`config.mk`:
```
export PLATFORM = sky130hd
export DESIGN_NAME = soundcodec_top
export DESIGN_NICKNAME = d
export VERILOG_FILES = /design/src/sound_pkg.sv /design/src/soundcodec_top.sv /design/src/delta_sigma_dac.sv /design/src/sample_fifo.sv /design/src/sound_mixer.sv /design/src/pulse_averager.sv
export SDC_FILE = /design/constraint.sdc
export NUM_CORES = 1
export LEC_CHECK = 0
export ABC_AREA = 1
export ABC_CLOCK_PERIOD_IN_PS = 3850
export BUFFER_PORTS_ARGS = -buffer_cell sky130_fd_sc_hd__buf_2
export CAP_MARGIN = 40
export CORE_UTILIZATION = 36
export DETAILED_ROUTE_END_ITERATION = 10
export RECOVER_POWER = 50
export SETUP_SLACK_MARGIN = 0.2
export SYNTH_ARGS = -nofsm -noshare
export SYNTH_HDL_FRONTEND = slang
export SYNTH_SLANG_ARGS = --single-unit
export TNS_END_PERCENT = 30
```
`constraint.sdc`:
```
create_clock -name clk24 -period 3.85 [get_ports clk24]
set_input_delay 0.385 -clock clk24 [delete_from_list [all_inputs] [get_ports clk24]]
set_output_delay 0.385 -clock clk24 [all_outputs]
set_load 0.05 [all_outputs]
```
`src/sound_pkg.sv`:
```
// shared widths and rates for the stereo sound path, 24 MHz clock assumed
// one sample every 512 clocks, sigma-delta enable every 8 clocks
package sound_pkg;

    // --------------------
    // sample and input widths
    // --------------------
    // one channel of a stereo sample
    localparam int sample_w = 16;
    // tone generator and covox level
    localparam int tone_w = 8;
    // moving-average sum of four weighted pulse words
    localparam int sum_w = 9;

    // --------------------
    // rates
    // --------------------
    // sample tick every 2**9 clocks
    localparam int tick_div_w = 9;
    // sigma-delta enable every 2**3 clocks
    localparam int ds_div_w = 3;
    // sample bits fed into each accumulator
    localparam int ds_bits = 9;

    // --------------------
    // sample buffer
    // --------------------
    localparam int fifo_depth = 4;
    localparam int fifo_addr_w = 2;

    // stereo word, raw on the bus, split into channels at the DAC
    typedef union packed {
        logic [2*sample_w-1:0] raw;
        struct packed {
            logic [sample_w-1:0] left;
            logic [sample_w-1:0] right;
        } chan;
    } stereo_sample_t;

endpackage
```
`src/soundcodec_top.sv`:
```
// stereo sound path, 24 MHz clock, pwm needs an external RC or transistor stage
// pulses: bit 3 beeper, bits 2..0 timer channels
module soundcodec_top (
    input  logic                         clk24,
    input  logic                         arst_n,
    input  logic [3:0]                   pulses,
    input  logic [sound_pkg::tone_w-1:0] ay_a,
    input  logic [sound_pkg::tone_w-1:0] ay_b,
    input  logic [sound_pkg::tone_w-1:0] ay_c,
    input  logic [sound_pkg::tone_w-1:0] rs_a,
    input  logic [sound_pkg::tone_w-1:0] rs_b,
    input  logic [sound_pkg::tone_w-1:0] rs_c,
    input  logic [sound_pkg::tone_w-1:0] covox,
    output logic [1:0]                   pwm
);
    import sound_pkg::*;

    // averager to mixer
    logic             tick;
    logic [sum_w-1:0] sum_l;
    logic [sum_w-1:0] sum_r;
    // mixer to FIFO over wishbone
    logic           wb_cyc;
    logic           wb_stb;
    logic           wb_we;
    logic           wb_ack;
    stereo_sample_t wb_dat;
    // FIFO to DAC
    logic           rd_pop;
    logic           rd_valid;
    stereo_sample_t rd_data;

    pulse_averager pulse_averager_i (
        .clk24  (clk24),
        .arst_n (arst_n),
        .pulses (pulses),
        .tick   (tick),
        .sum_l  (sum_l),
        .sum_r  (sum_r)
    );

    sound_mixer sound_mixer_i (
        .clk24  (clk24),
        .arst_n (arst_n),
        .tick   (tick),
        .sum_l  (sum_l),
        .sum_r  (sum_r),
        .ay_a   (ay_a),
        .ay_b   (ay_b),
        .ay_c   (ay_c),
        .rs_a   (rs_a),
        .rs_b   (rs_b),
        .rs_c   (rs_c),
        .covox  (covox),
        .wb_cyc (wb_cyc),
        .wb_stb (wb_stb),
        .wb_we  (wb_we),
        .wb_dat (wb_dat),
        .wb_ack (wb_ack)
    );

    sample_fifo sample_fifo_i (
        .clk24    (clk24),
        .arst_n   (arst_n),
        .wb_cyc   (wb_cyc),
        .wb_stb   (wb_stb),
        .wb_we    (wb_we),
        .wb_dat   (wb_dat),
        .wb_ack   (wb_ack),
        .rd_pop   (rd_pop),
        .rd_valid (rd_valid),
        .rd_data  (rd_data)
    );

    delta_sigma_dac delta_sigma_dac_i (
        .clk24    (clk24),
        .arst_n   (arst_n),
        .rd_valid (rd_valid),
        .rd_data  (rd_data),
        .rd_pop   (rd_pop),
        .pwm      (pwm)
    );

endmodule

```
`src/delta_sigma_dac.sv`:
```
// first-order sigma-delta, only the top 9 bits of each sample are used
// pwm[0] is left, pwm[1] is right; an empty FIFO repeats the last sample
module delta_sigma_dac (
    input  logic                      clk24,
    input  logic                      arst_n,
    input  logic                      rd_valid,
    input  sound_pkg::stereo_sample_t rd_data,
    output logic                      rd_pop,
    output logic [1:0]                pwm
);
    import sound_pkg::*;

    // period counter, wraps half a period after the mixer tick
    logic [tick_div_w-1:0] period_cnt;
    // enable divider
    logic [ds_div_w-1:0] ds_cnt;
    logic ds_en;
    // sample being converted
    stereo_sample_t held;
    // carry in the top bit
    logic [ds_bits:0] acc_l;
    logic [ds_bits:0] acc_r;

    // --------------------
    // sample fetch
    // --------------------
    // start at 255 so the wrap lands 256 clocks after the tick
    always_ff @(posedge clk24 or negedge arst_n)
    begin
        if (!arst_n)
            period_cnt <= {1'b0, {(tick_div_w - 1){1'b1}}};
        else
            period_cnt <= period_cnt + 1'b1;
    end

    // pop request on every wrap
    assign rd_pop = (period_cnt == '1);

    // nothing to take when the FIFO is empty
    always_ff @(posedge clk24 or negedge arst_n)
    begin
        if (!arst_n)
            held <= '0;
        else if (rd_pop && rd_valid)
            held <= rd_data;
    end

    // --------------------
    // modulators
    // --------------------
    always_ff @(posedge clk24 or negedge arst_n)
    begin
        if (!arst_n)
            ds_cnt <= '0;
        else
            ds_cnt <= ds_cnt + 1'b1;
    end

    assign ds_en = (ds_cnt == '0);

    // drop the old carry, add the sample top bits
    always_ff @(posedge clk24 or negedge arst_n)
    begin
        if (!arst_n)
        begin
            acc_l <= '0;
            acc_r <= '0;
        end
        else if (ds_en)
        begin
            acc_l <= {1'b0, acc_l[ds_bits-1:0]} + held.chan.left[sample_w-1 -: ds_bits];
            acc_r <= {1'b0, acc_r[ds_bits-1:0]} + held.chan.right[sample_w-1 -: ds_bits];
        end
    end

    // carry bits straight from the accumulator registers
    assign pwm = {acc_r[ds_bits], acc_l[ds_bits]};

endmodule

```
`src/sample_fifo.sv`:
```
// write side is a Wishbone classic slave, ack comes one clock after stb
// ack is withheld while full, the master waits; reads are first-word fall-through
module sample_fifo (
    input  logic                      clk24,
    input  logic                      arst_n,
    input  logic                      wb_cyc,
    input  logic                      wb_stb,
    input  logic                      wb_we,
    input  sound_pkg::stereo_sample_t wb_dat,
    output logic                      wb_ack,
    input  logic                      rd_pop,
    output logic                      rd_valid,
    output sound_pkg::stereo_sample_t rd_data
);
    import sound_pkg::*;

    // sample storage, no reset
    stereo_sample_t mem [fifo_depth];
    logic [fifo_addr_w-1:0] wr_ptr;
    logic [fifo_addr_w-1:0] rd_ptr;
    // occupancy, one bit wider than the pointers
    logic [fifo_addr_w:0] count;
    logic full;
    // write request on the bus
    logic wb_req;
    // transfer completes on the edge where ack is high
    logic push;
    logic pop;

    assign full     = (count == (fifo_addr_w + 1)'(fifo_depth));
    assign rd_valid = (count != '0);
    assign rd_data  = mem[rd_ptr];

    assign wb_req = wb_cyc && wb_stb && wb_we;
    assign push   = wb_req && wb_ack;
    assign pop    = rd_pop && rd_valid;

    // --------------------
    // wishbone slave
    // --------------------
    // single-cycle ack, not re-raised in the cycle the master drops stb
    always_ff @(posedge clk24 or negedge arst_n)
    begin
        if (!arst_n)
            wb_ack <= 1'b0;
        else
            wb_ack <= wb_req && !wb_ack && !full;
    end

    always_ff @(posedge clk24)
    begin
        if (push)
            mem[wr_ptr] <= wb_dat;
    end

    // --------------------
    // pointers and count
    // --------------------
    always_ff @(posedge clk24 or negedge arst_n)
    begin
        if (!arst_n)
        begin
            wr_ptr <= '0;
            rd_ptr <= '0;
            count  <= '0;
        end
        else
        begin
            if (push)
                wr_ptr <= wr_ptr + 1'b1;
            if (pop)
                rd_ptr <= rd_ptr + 1'b1;
            // simultaneous push and pop leaves count alone
            if (push && !pop)
                count <= count + 1'b1;
            else if (pop && !push)
                count <= count - 1'b1;
        end
    end

endmodule

```
`src/sound_mixer.sv`:
```
// mixing wraps modulo 2**16, loud inputs together can overflow
// a tick that arrives while a write is still pending is dropped
module sound_mixer (
    input  logic                         clk24,
    input  logic                         arst_n,
    input  logic                         tick,
    input  logic [sound_pkg::sum_w-1:0]  sum_l,
    input  logic [sound_pkg::sum_w-1:0]  sum_r,
    input  logic [sound_pkg::tone_w-1:0] ay_a,
    input  logic [sound_pkg::tone_w-1:0] ay_b,
    input  logic [sound_pkg::tone_w-1:0] ay_c,
    input  logic [sound_pkg::tone_w-1:0] rs_a,
    input  logic [sound_pkg::tone_w-1:0] rs_b,
    input  logic [sound_pkg::tone_w-1:0] rs_c,
    input  logic [sound_pkg::tone_w-1:0] covox,
    output logic                         wb_cyc,
    output logic                         wb_stb,
    output logic                         wb_we,
    output sound_pkg::stereo_sample_t    wb_dat,
    input  logic                         wb_ack
);
    import sound_pkg::*;

    // tick delayed one clock, sums are fresh by then
    logic tick_d;
    // write cycle in progress
    logic busy;
    // two's complement mixes
    logic [sample_w-1:0] mix_l;
    logic [sample_w-1:0] mix_r;
    // terms shared by both sides
    logic [sample_w-1:0] mix_common;

    // --------------------
    // mix
    // --------------------
    // B channels and covox go to both sides
    assign mix_common = sample_w'({ay_b, 3'b000}) + sample_w'({rs_b, 3'b000})
                      + sample_w'({covox, 4'b0000});
    // C on the left, A on the right
    assign mix_l = sample_w'({sum_l, 7'b0000000}) + sample_w'({ay_c, 4'b0000})
                 + sample_w'({rs_c, 4'b0000}) + mix_common;
    assign mix_r = sample_w'({sum_r, 7'b0000000}) + sample_w'({ay_a, 4'b0000})
                 + sample_w'({rs_a, 4'b0000}) + mix_common;

    always_ff @(posedge clk24 or negedge arst_n)
    begin
        if (!arst_n)
            tick_d <= 1'b0;
        else
            tick_d <= tick;
    end

    // --------------------
    // wishbone master
    // --------------------
    // idle -> busy on tick_d, busy -> idle when ack is seen
    always_ff @(posedge clk24 or negedge arst_n)
    begin
        if (!arst_n)
            busy <= 1'b0;
        else if (busy)
        begin
            if (wb_ack)
                busy <= 1'b0;
        end
        else if (tick_d)
            busy <= 1'b1;
    end

    // word only loads when idle, held stable through wait states
    always_ff @(posedge clk24)
    begin
        if (tick_d && !busy)
        begin
            // flip the sign bit, offset binary for the DAC
            wb_dat.chan.left  <= {~mix_l[sample_w-1], mix_l[sample_w-2:0]};
            wb_dat.chan.right <= {~mix_r[sample_w-1], mix_r[sample_w-2:0]};
        end
    end

    // write only master, cyc and stb always together
    assign wb_cyc = busy;
    assign wb_stb = busy;
    assign wb_we  = busy;

endmodule

```
`src/pulse_averager.sv`:
```
// pulse lines are sampled only on the tick, shorter pulses in between are lost
// bit 3 of pulses is the beeper, bits 2..0 are timer channels 2..0
module pulse_averager (
    input  logic                       clk24,
    input  logic                       arst_n,
    input  logic [3:0]                 pulses,
    output logic                       tick,
    output logic [sound_pkg::sum_w-1:0] sum_l,
    output logic [sound_pkg::sum_w-1:0] sum_r
);
    import sound_pkg::*;

    // free-running sample counter
    logic [tick_div_w-1:0] tick_cnt;
    // weighted pulse words for this tick
    logic [sum_w-1:0] weight_l;
    logic [sum_w-1:0] weight_r;
    // last three words, index 0 newest
    logic [sum_w-1:0] hist_l [3];
    logic [sum_w-1:0] hist_r [3];

    always_ff @(posedge clk24 or negedge arst_n)
    begin
        if (!arst_n)
            tick_cnt <= '0;
        else
            tick_cnt <= tick_cnt + 1'b1;
    end

    // one-cycle strobe per sample period
    assign tick = (tick_cnt == '0);

    // --------------------
    // channel weighting
    // --------------------
    // left hears ch2, right hears ch0, ch1 at half weight on both
    assign weight_l = sum_w'({pulses[2], 4'b0000}) + sum_w'({pulses[1], 3'b000})
                    + sum_w'({pulses[3], 4'b0000});
    assign weight_r = sum_w'({pulses[0], 4'b0000}) + sum_w'({pulses[1], 3'b000})
                    + sum_w'({pulses[3], 4'b0000});

    // shift in the new word and sum it with the three before it
    always_ff @(posedge clk24 or negedge arst_n)
    begin
        if (!arst_n)
        begin
            hist_l <= '{default: '0};
            hist_r <= '{default: '0};
            sum_l  <= '0;
            sum_r  <= '0;
        end
        else if (tick)
        begin
            hist_l[2] <= hist_l[1];
            hist_l[1] <= hist_l[0];
            hist_l[0] <= weight_l;
            hist_r[2] <= hist_r[1];
            hist_r[1] <= hist_r[0];
            hist_r[0] <= weight_r;
            // max 4 * 40, fits 9 bits
            sum_l <= weight_l + hist_l[0] + hist_l[1] + hist_l[2];
            sum_r <= weight_r + hist_r[0] + hist_r[1] + hist_r[2];
        end
    end

endmodule

```
Word level (Yosys, flattened, before mapping)
Memory sizes are Yosys's and may differ from the RTL's. A register that Yosys moved wholly into a read port is not among the register bits.
Index checks and enable logic that the tools add are counted.
{"block": "totals", "ff_bits": 155, "ram_bits": 128, "output_inout_bits": 2, "word_cells": 76, "n_memories": 1}
{"name": "sample_fifo_i.mem", "words": 4, "width": 32, "read_ports": 1, "rd_ports_with_merged_regs": 1, "write_ports": 1, "line": "sample_fifo.sv:18", "source": "stereo_sample_t mem [fifo_depth];"}
{"block": "op_classes", "add_sub_neg": 27, "eq_ne": 2, "muxes": 7, "bitwise": 2, "reduce_logical": 17}
{"op": "$add 16x12->16", "n": 5}
{"op": "$add 9x9->9", "n": 6}
{"op": "$add 16x16->16", "n": 2}
{"op": "$add 9x9->10", "n": 2}
{"op": "$add 9x1->9 const B", "n": 2}
{"op": "$add 9x5->9", "n": 2}
{"op": "$add 11x11->12", "n": 1}
{"op": "$add 5x4->6", "n": 2}
{"op": "$eq 9x9->1 const B", "n": 1}
{"op": "$logic_not 9->1", "n": 1}
{"op": "$logic_and 1x1->1", "n": 7}
{"op": "$add 3x1->3 const B", "n": 2}
{"op": "$logic_not 1->1", "n": 6}
{"op": "$mux 3", "n": 2}
{"op": "$mux 1", "n": 5}
{"op": "$add 2x1->2 const B", "n": 2}
{"op": "$eq 3x3->1 const B", "n": 1}
{"op": "$logic_not 3->1", "n": 1}
{"op": "$reduce_bool 3->1", "n": 1}
{"op": "$sub 3x1->3 const B", "n": 1}
{"op": "$not 1->1", "n": 2}
{"op": "$reduce_bool 2->1", "n": 1}

Logic depth before layout (Yosys ltp)
Gate-level depths: netlist of run 1.
{"block": "logic_depth", "ltp_word": 5, "mapped_depth": 25, "ltp_nobuf": 25}

By module
A second synthesis of run 1 with hierarchy kept.
{"block": "unflattened", "cells_unflattened": 1280, "hier_area_um2": 13312.8}
{"module": "sample_fifo", "n_inst": 1, "cells_per_inst": 437, "area_per_inst_um2": 5575.3, "seq_area_each_um2": 4043.9}
{"module": "sound_mixer", "n_inst": 1, "cells_per_inst": 316, "area_per_inst_um2": 2995.4, "seq_area_each_um2": 800.8}
{"module": "delta_sigma_dac", "n_inst": 1, "cells_per_inst": 308, "area_per_inst_um2": 2824.0, "seq_area_each_um2": 1261.2}
{"module": "pulse_averager", "n_inst": 1, "cells_per_inst": 219, "area_per_inst_um2": 1918.1, "seq_area_each_um2": 825.8}

Worst setup path after synthesis of run 1
No wires, ideal clock.
{"block": "synth_timing", "kind": "in2reg", "startpoint": "in ay_b[1] (netlist bit)", "endpoint": "reg sound_mixer_i.wb_dat[28] (netlist bit), data pin", "setup_time_ns": 0.252, "arrival_ns": 3.690, "slack_ns": -0.092, "stages": 14, "n_path_buf": 0, "path_cell_list": "inv_1 > fa_1 > xnor2_1 > inv_1 > fa_1 > xnor2_1 > fa_1 > fa_1 > inv_1 > fa_1 > o21ai_0 > nand3_1 > nand3_1 > nand2_1"}
{"block": "synth_between", "elab_chain_cells": 3}
{"element": "from (decl)", "line": "soundcodec_top.sv:8", "source": "input logic [sound_pkg::tone_w-1:0] ay_b,"}
{"element": "$add 11x11->12", "line": "sound_mixer.sv:38", "source": "assign mix_common = sample_w'({ay_b, 3'b000}) + sample_w'({rs_b, 3'b000})"}
{"element": "$add 16x12->16", "line": "sound_mixer.sv:39", "source": "+ sample_w'({covox, 4'b0000});"}
{"element": "$add 16x16->16", "line": "sound_mixer.sv:42", "source": "+ sample_w'({rs_c, 4'b0000}) + mix_common;"}
{"element": "named net sound_mixer_i.mix_l[12]", "line": "sound_mixer.sv:29", "source": "logic [sample_w-1:0] mix_l;"}
{"element": "to (decl)", "line": "sound_mixer.sv:19", "source": "output sound_pkg::stereo_sample_t wb_dat,"}
The timed path passes the listed nets, and every way through them passes these cells.
A chain may end at the register's enable or synchronous reset.

Worst setup path after layout of run 1
{"block": "layout_timing", "startpoint": "in ay_b[0] (netlist bit)", "endpoint": "reg sound_mixer_i.wb_dat[14] (netlist bit), data pin"}
{"block": "layout_between", "elab_chain_cells": 3}
{"element": "$add 11x11->12", "line": "sound_mixer.sv:38"}
{"element": "$add 16x12->16", "line": "sound_mixer.sv:39"}
{"element": "$add 16x16->16", "line": "sound_mixer.sv:44", "source": "+ sample_w'({rs_a, 4'b0000}) + mix_common;"}
{"element": "named net sound_mixer_i.mix_r[14]", "line": "sound_mixer.sv:30", "source": "logic [sample_w-1:0] mix_r;"}
The timed path passes the listed nets, and every way through them passes these cells.

==> results of run 1 <==
## registers in the layout, summed over array words and instances (netlist names)
register,count
pulse_averager_i.sum_r,5
sound_mixer_i.wb_dat,18
sound_mixer_i.wb_cyc,1
delta_sigma_dac_i.held,18
sound_mixer_i.tick_d,1
pulse_averager_i.sum_l,4
pulse_averager_i.hist_l,6
delta_sigma_dac_i.ds_cnt,3
sample_fifo_i.wr_ptr,2
sample_fifo_i.wb_ack,1
sample_fifo_i.rd_ptr,2
sample_fifo_i.mem,72
delta_sigma_dac_i.acc_l,10
delta_sigma_dac_i.acc_r,10
delta_sigma_dac_i.period_cnt,9
pulse_averager_i.tick_cnt,9
pulse_averager_i.hist_r,9
sample_fifo_i.count,3
## worst max-delay path by stage
stage,slack (ns),startpoint,endpoint
6_report,0.30,ay_b[0],sound_mixer_i.wb_dat[14]$_DFFE_PP_
4_1_cts,0.30,ay_b[1],sound_mixer_i.wb_dat[29]$_DFFE_PP_
2_1_floorplan,0.21,ay_b[1],sound_mixer_i.wb_dat[14]$_DFFE_PP_
3_5_place_dp,-0.15,ay_b[2],sound_mixer_i.wb_dat[30]$_DFFE_PP_
5_1_grt,0.17,ay_b[0],sound_mixer_i.wb_dat[14]$_DFFE_PP_
3_3_place_gp,-0.11,ay_b[3],sound_mixer_i.wb_dat[30]$_DFFE_PP_
## per-stage QoR
stage | TNS (ns) | std cells | instance area (um2)
6_report | 0 | 1583 | 12200
5_1_grt | 0 | 1583 | 12200
4_1_cts | 0 | 1582 | 12100
3_5_place_dp | -1.15 | 1550 | 11500
3_3_place_gp | -0.791 | 1550 | 11500
2_1_floorplan | 0 | 1082 | 10500
## metal layers
metal / GRT usage / wire, um / vias up
li1: - / - / 3714
met1: 0.181 / 9260 / 3195
met2: 0.231 / 8610 / 98
met3: 0.0320 / 720 / 23
met4: 0.0458 / 240 / 0
met5: 0 / 0 / -
## where the power goes
part           switching, W  internal [W]
combinational       0.00107      0.000999
clock              0.000751       0.00108
sequential        0.0000144       0.00214
total               0.00183       0.00422
## kinds of logic (layout without fill, tap and decap cells)
| kind of cell | count (synthesis) | after routing | share of synthesized area |
|---|---|---|---|
| flops | 183 | 183 | 0.486 |
| simple gates | 422 | 422 | 0.166 |
| compound gates | 132 | 132 | 0.0723 |
| xor+xnor | 34 | 34 | 0.0287 |
| buf+inv | 190 | 313 | 0.0741 |
| fa+ha+maj | 121 | 121 | 0.172 |
## tightest hold or removal path: stages
cell and delay [ns]:
buf_2 0.11, nand2_1 0.05, nand2_1 0.05
## layout make-up
type | instances | area, um2 | share of cell area
clock buffers | 22 | 507 | 0.0414
clock inverters | 10 | 125 | 0.0102
inverters | 168 | 631 | 0.0515
multi-input cells | 709 | 4790 | 0.391
flip-flops and latches | 183 | 5040 | 0.412
well taps | 378 | 473 | 0.0386
repair buffers | 113 | 683 | 0.0558
## synthesized netlist by cell type (all sizes together) (6+ instances only)
master / instances / share of area
nand2: 278 / 0.10
inv: 168 / 0.061
edfxtp: 90 / 0.26
dfrtp: 85 / 0.21
ha: 85 / 0.10
nor2: 68 / 0.026
o21ai: 68 / 0.036
nand3: 55 / 0.027
a21oi: 37 / 0.018
fa: 36 / 0.070
xor2: 25 / 0.021
buf: 19 / 0.012
o22ai: 18 / 0.011
xnor2: 9 / 0.0076
dfstp: 8 / 0.020
nand4: 6 / 0.0036
or2: 6 / 0.0036
## repair_timing
action | 4_1_cts | 5_1_grt
resized for setup | 0 | 28
endpoints found under the setup margin | 0 | 12
setup buffers | 0 | 1
hold buffers | 0 | 0
## layout by cell type (no fill, tap or decap), types with 31 or more instances in the layout
| cell | instances |
|---|---|
| buf_2 | 62 |
| buf_4 | 48 |
| dfrtp_1 | 85 |
| edfxtp_1 | 90 |
| fa_1 | 31 |
| ha_1 | 74 |
| inv_1 | 164 |
| nand2_1 | 276 |
| nand3_1 | 53 |
| nor2_1 | 65 |
| o21ai_0 | 45 |
==> metrics.csv, run 1 <==
stage,metric,value,unit
run_status,status,finished with violations,
run_status,violations,"capacitance limit, slew limit",
cts,clockRootBuffer,clkbuf_16,
global_routing,overflow,0,
setup_path,regToRegSetupSlack,1.11,ns
setup_path,crit_slowest_cell,fa_1,
setup_path,cpLargestDelayFamily,adder cells,
cells_and_area,num-nets-final,1375,
logic_synthesis,ys_ff_latch,183,
drt,initialDrtViolationCount,327,
cells_and_area,drive_above_1_share,0.170,
power,p_total,0.00606,W
setup_path,critical_path_class,primary input to flop,
sta,final.setup_skew,0.0108,ns
drt,drtAntennaViolNets,0,
power,power_leakage,5.95,nW
setup_path,cp.required,4.04,ns
logic_synthesis,synthCells,1082,
sta,slew_headroom,-0.0832,
global_routing,antenna_found_initial,0,
setup_path,max_stage_delay,0.53,ns
cts,clock_sinks,183,
logic_synthesis,async_flop_share,0.508,
cells_and_area,final_util,0.436,
sta,rsz0062_at_grt,yes,
logic_synthesis,synth_seq_area_share,0.486,
power,power_density,495,mW/mm2
placement,io_buffer_count,63,
logic_synthesis,synthesis.area,0.0104,mm2
drt,firstDrtPassIters,4,
drt,num_vias,7030,
drt,routedWlPerCell,11.9,um
power,ir_worst_vdd,0.285,mV
cts,cts_tree,built,
cells_and_area,area_growth,18.2,%
setup_path,worst_setup_path_start_kind,primary input,
cts,numCtsBuffers,17,
sta,period_share,0.922,
run,cap_violations,2,
setup_path,r2r-end,sample_fifo_i.count[1]$_DFFE_PN0P_,
sta,fmax,0.282,GHz
min_path,hold_start,pulses[1],
setup_path,crit_path_end_kind,flop,
sta,hold_ws,0.199,ns
floorplanning,io_pins,64,
sta,post-route-min-period,3.55,ns
setup_path,crit_chain,buf_2 -> nand2_1 -> fa_2 -> inv_1 -> ha_1 -> inv_1 -> fa_2 -> xnor2_2 -> fa_1 -> fa_1 -> inv_1 -> fa_2 -> o21ai_2 -> nand3_1 -> nand3_1 -> nand2_1,
sta,slew_viol_final,96,
drt,drc,0,
drt,wl,18800,um
sta,fin_ws,0.301,ns
drt,drt-vias-per-instance,4.44,
logic_synthesis,synth.net_count,1265,
cts,cts_buffer_depth,2,
placement,place.gp.congestion,0.787,
min_path,worstHoldEndpoint,pulse_averager_i.hist_r[21]$_DFFE_PN0P_,
min_path,hold_class,primary input to flop,
floorplanning,die_h,172,um
sta,tightest_slew,1.62,ns
floorplanning,die-area,0.0295,mm2
cts,clk_latency,0.43,ns
floorplanning,start_util,0.369,
cells_and_area,n_antenna_cell,0,
sta,setup_viol,0,
logic_synthesis,syn-mean-instance-area,9.58,um2
global_routing,grt_pass1_vias,7102,
setup_path,path_max_fanout,3,
logic_synthesis,synth_edf_count,90,
sta,finalHoldViolations,0,
cts,htree_levels,4,
logic_synthesis,synth_cell_types,36,
global_routing,grt_max_degree,65,
placement,detailed_place_hpwl,13600,um
setup_path,r2r_start,delta_sigma_dac_i.period_cnt[0]$_DFF_PN1_,
setup_path,cp_num_buf_inv,4,
setup_path,path_depth,16,
setup_path,reg2regPathDepth,14,
global_routing,grt_pass1_wl,32900,um
floorplanning,die_w,172,um
cells_and_area,fill_cells,2725,
floorplanning,core_area,0.0281,mm2
logic_synthesis,synthFlopType,edfxtp_1,
cts,clk_pin_slew,0.07,ns
global_routing,grtUsageTotal,0.140,
placement,pre_cts_ws,-0.153,ns
logic_synthesis,yosysWarningCount,0,
min_path,worst_hold_path.num_cells,3,
floorplanning,placementRows,61,
setup_path,arrival,3.74,ns
Note: power is estimated with default switching activity, not from simulation.
==> run 2, diff against run 1 <==
--- a/config.mk
+++ b/config.mk
@@ -15,5 +15,6 @@
 export SETUP_SLACK_MARGIN = 0.2
 export SYNTH_ARGS = -nofsm -noshare
 export SYNTH_HDL_FRONTEND = slang
+export SYNTH_HIERARCHICAL = 1
 export SYNTH_SLANG_ARGS = --single-unit
 export TNS_END_PERCENT = 30
==> constraint.sdc (replaced) <==
create_clock -name clk24 -period 3.85 [get_ports clk24]
set_input_delay 0.385 -clock clk24 [delete_from_list [all_inputs] [get_ports clk24]]
set_output_delay 0.385 -clock clk24 [all_outputs]
set_load 0.01 [all_outputs]
==> run 2 against run 1 <==
Net effect: the run still ends with capacitance limit, slew limit left; combinational power decreased by 19%; highest routed layer unchanged; wire length increased by 0.71%; sequential share of layout area increased by 0.51 points; fmax increased by 3.7%; critical endpoint is now sound_mixer_i/wb_dat[12]$_DFFE_PP_; area after synthesis increased by 5.1%.
==> metrics.csv, run 2 <==
stage,metric,value,unit
run_status,status,finished with violations,
run_status,violations,"capacitance limit, slew limit",
setup_path,arrival,3.60,ns
cells_and_area,final_cell_count_no_fill,1575,
sta,fin_ws,0.427,ns
power,power_leakage,5.98,nW
sta,rsz0062_at_grt,yes,
sta,period_share,0.889,
drt,routedWlPerCell,12.0,um
cells_and_area,area_growth,11.1,%
cts,clock_sinks,183,
setup_path,path_max_fanout,3,
power,power_density,453,mW/mm2
sta,final.setup_skew,0.00818,ns
global_routing,grt_pass1_wl,33300,um
cts,clk_pin_slew,0.07,ns
power,power_frac_seq,0.394,
cts,hold_buffers,0,
drt,wl,19000,um
setup_path,crit_path_end_kind,flop,
drt,firstDrtPassIters,5,
cells_and_area,num-nets-final,1359,
floorplanning,core_area,0.0297,mm2
sta,slew_viol_final,96,
drt,drt-vias-per-instance,4.45,
cells_and_area,top_regs,"sample_fifo_i/mem (72), delta_sigma_dac_i/held (18), sound_mixer_i/wb_dat (18)",
placement,pre_cts_ws,-0.0493,ns
logic_synthesis,syn-mean-instance-area,9.80,um2
global_routing,grt_pass1_vias,7036,
setup_path,critical_path_class,primary input to flop,
cells_and_area,largest_register_ffs,72,
cells_and_area,layout_common_cells,"nand2_1 (338), inv_1 (164), edfxtp_1 (90), dfrtp_1 (85), ha_1 (74)",
power,swShare,0.311,
floorplanning,placementRows,63,
power,comb_power_share,0.306,
drt,drc,0,
min_path,worst_hold_path.num_cells,3,
sta,hold_ws,0.206,ns
floorplanning,io_pins,64,
placement,io_buffer_count,63,
sta,post-route-min-period,3.42,ns
global_routing,grt_max_degree,64,
cells_and_area,fill_cells,2903,
global_routing,overflow,0,
min_path,hold_start,pulses[1],
drt,initialDrtViolationCount,351,
cts,numCtsBuffers,17,
logic_synthesis,synthesis.area,0.0109,mm2
setup_path,worst_setup_path_start_kind,primary input,
setup_path,reg2regPathDepth,12,
power,net-switching-power,0.00170,W
power,p_int,0.00378,W
logic_synthesis,yosysWarningCount,6,
cells_and_area,regMostFlops,sample_fifo_i/mem,
cells_and_area,n_antenna_cell,0,
placement,detailed_place_hpwl,14000,um
cells_and_area,seq_area,0.00504,mm2
min_path,worstHoldEndpoint,pulse_averager_i/hist_l[21]$_DFFE_PN0P_,
cts,clk_latency,0.42,ns
cells_and_area,mostFrequentLayoutCell,nand2_1,
drt,drtAntennaViolNets,0,
power,ir_worst_vdd,0.373,mV
logic_synthesis,synthCells,1111,
min_path,hold_class,primary input to flop,
floorplanning,die_w,176,um
cts,clockRootBuffer,clkbuf_16,
global_routing,antenna_found_initial,0,
drt,num_vias,7003,
sta,finalHoldViolations,0,
run,cap_violations,2,
cells_and_area,multiInputGateArea,0.00495,mm2
cts,cts_buffer_depth,2,
setup_path,r2r_start,delta_sigma_dac_i/period_cnt[0]$_DFF_PN1_,
sta,slew_headroom,-0.108,
global_routing,grtUsageTotal,0.133,
setup_path,regToRegSetupSlack,1.23,ns
sta,fmax,0.292,GHz
floorplanning,die_h,176,um
placement,place.gp.congestion,0.764,
sta,tightest_slew,1.66,ns
setup_path,cp.required,4.02,ns
placement,dp_cells,1543,
floorplanning,start_util,0.367,
setup_path,r2r-end,sample_fifo_i/count[1]$_DFFE_PN0P_,
power,clkPwrFrac,0.300,
floorplanning,die-area,0.0310,mm2
cts,htree_levels,4,
cells_and_area,drive_above_1_share,0.137,
cts,cts_tree,built,
sta,setup_viol,0,
-- run 2: per-layer routing --
metal,wire length [um],share of wire,vias up,GRT usage
li1,-,-,3656,-
met1,9380,0.49,3274,0.175
met2,9020,0.48,61,0.226
met3,405,0.021,12,0.0252
met4,157,0.0083,0,0.0315
met5,0,0,-,0
-- run 2: cell type report --
cell class | count | share of cell area
clock buffers | 21 | 0.0372
inverters | 166 | 0.0515
multi-input cells | 726 | 0.409
clock inverters | 11 | 0.00827
well taps | 390 | 0.0403
repair buffers | 78 | 0.0367
flip-flops and latches | 183 | 0.417
-- run 2: through the flow --
step	cell area, um2	power (W)	util	setup TNS (ns)
after floorplan	10900	0.00340	-	0
after global placement	11500	0.00382	0.387	0
after detailed placement	11500	0.00385	0.388	-0.156
after CTS	12100	0.00550	0.406	0
after global routing	12100	0.00588	0.407	0
final	12100	0.00548	0.407	0
-- run 2: critical path: stages --
cell and delay, ns:
buf_2 0.07, inv_1 0.04, fa_1 0.46, inv_1 0.07
ha_1 0.18, inv_1 0.06, fa_2 0.34, xor2_1 0.18
fa_1 0.49, inv_1 0.04, ha_1 0.30, ha_2 0.20
fa_2 0.35, nand2_1 0.08, nand2_1 0.09, nand3_1 0.08
nand2_1 0.06, xor2_1 0.13
-- run 2: power groups by stage --
stage | combinational, W | sequential, W | clock [W]
floorplan | 0.00120 | 0.00220 | 0
global placement | 0.00162 | 0.00220 | 0
detailed placement | 0.00164 | 0.00220 | 0
CTS | 0.00165 | 0.00216 | 0.00169
global route | 0.00194 | 0.00216 | 0.00178
finish | 0.00167 | 0.00216 | 0.00164
-- run 2: how the worst max path moves through the flow --
stage                     cells past startpoint                                 end  slack, ns  startpoint
after detailed placement                     20  sound_mixer_i/wb_dat[15]$_DFFE_PP_      -0.05     ay_b[1]
after global routing                         20  sound_mixer_i/wb_dat[15]$_DFFE_PP_       0.19     ay_b[1]
after floorplan                              17  sound_mixer_i/wb_dat[12]$_DFFE_PP_       0.23     ay_b[1]
final                                        18  sound_mixer_i/wb_dat[12]$_DFFE_PP_       0.43     ay_b[1]
after CTS                                    20  sound_mixer_i/wb_dat[15]$_DFFE_PP_       0.38     ay_b[1]
after global placement                       20  sound_mixer_i/wb_dat[15]$_DFFE_PP_       0.01     ay_b[1]
-- run 2: timing repair --
action                                  in CTS  in global routing
buffers inserted                             0                  0
endpoints found under the setup margin       0                  5
gates resized for setup                      0                  4
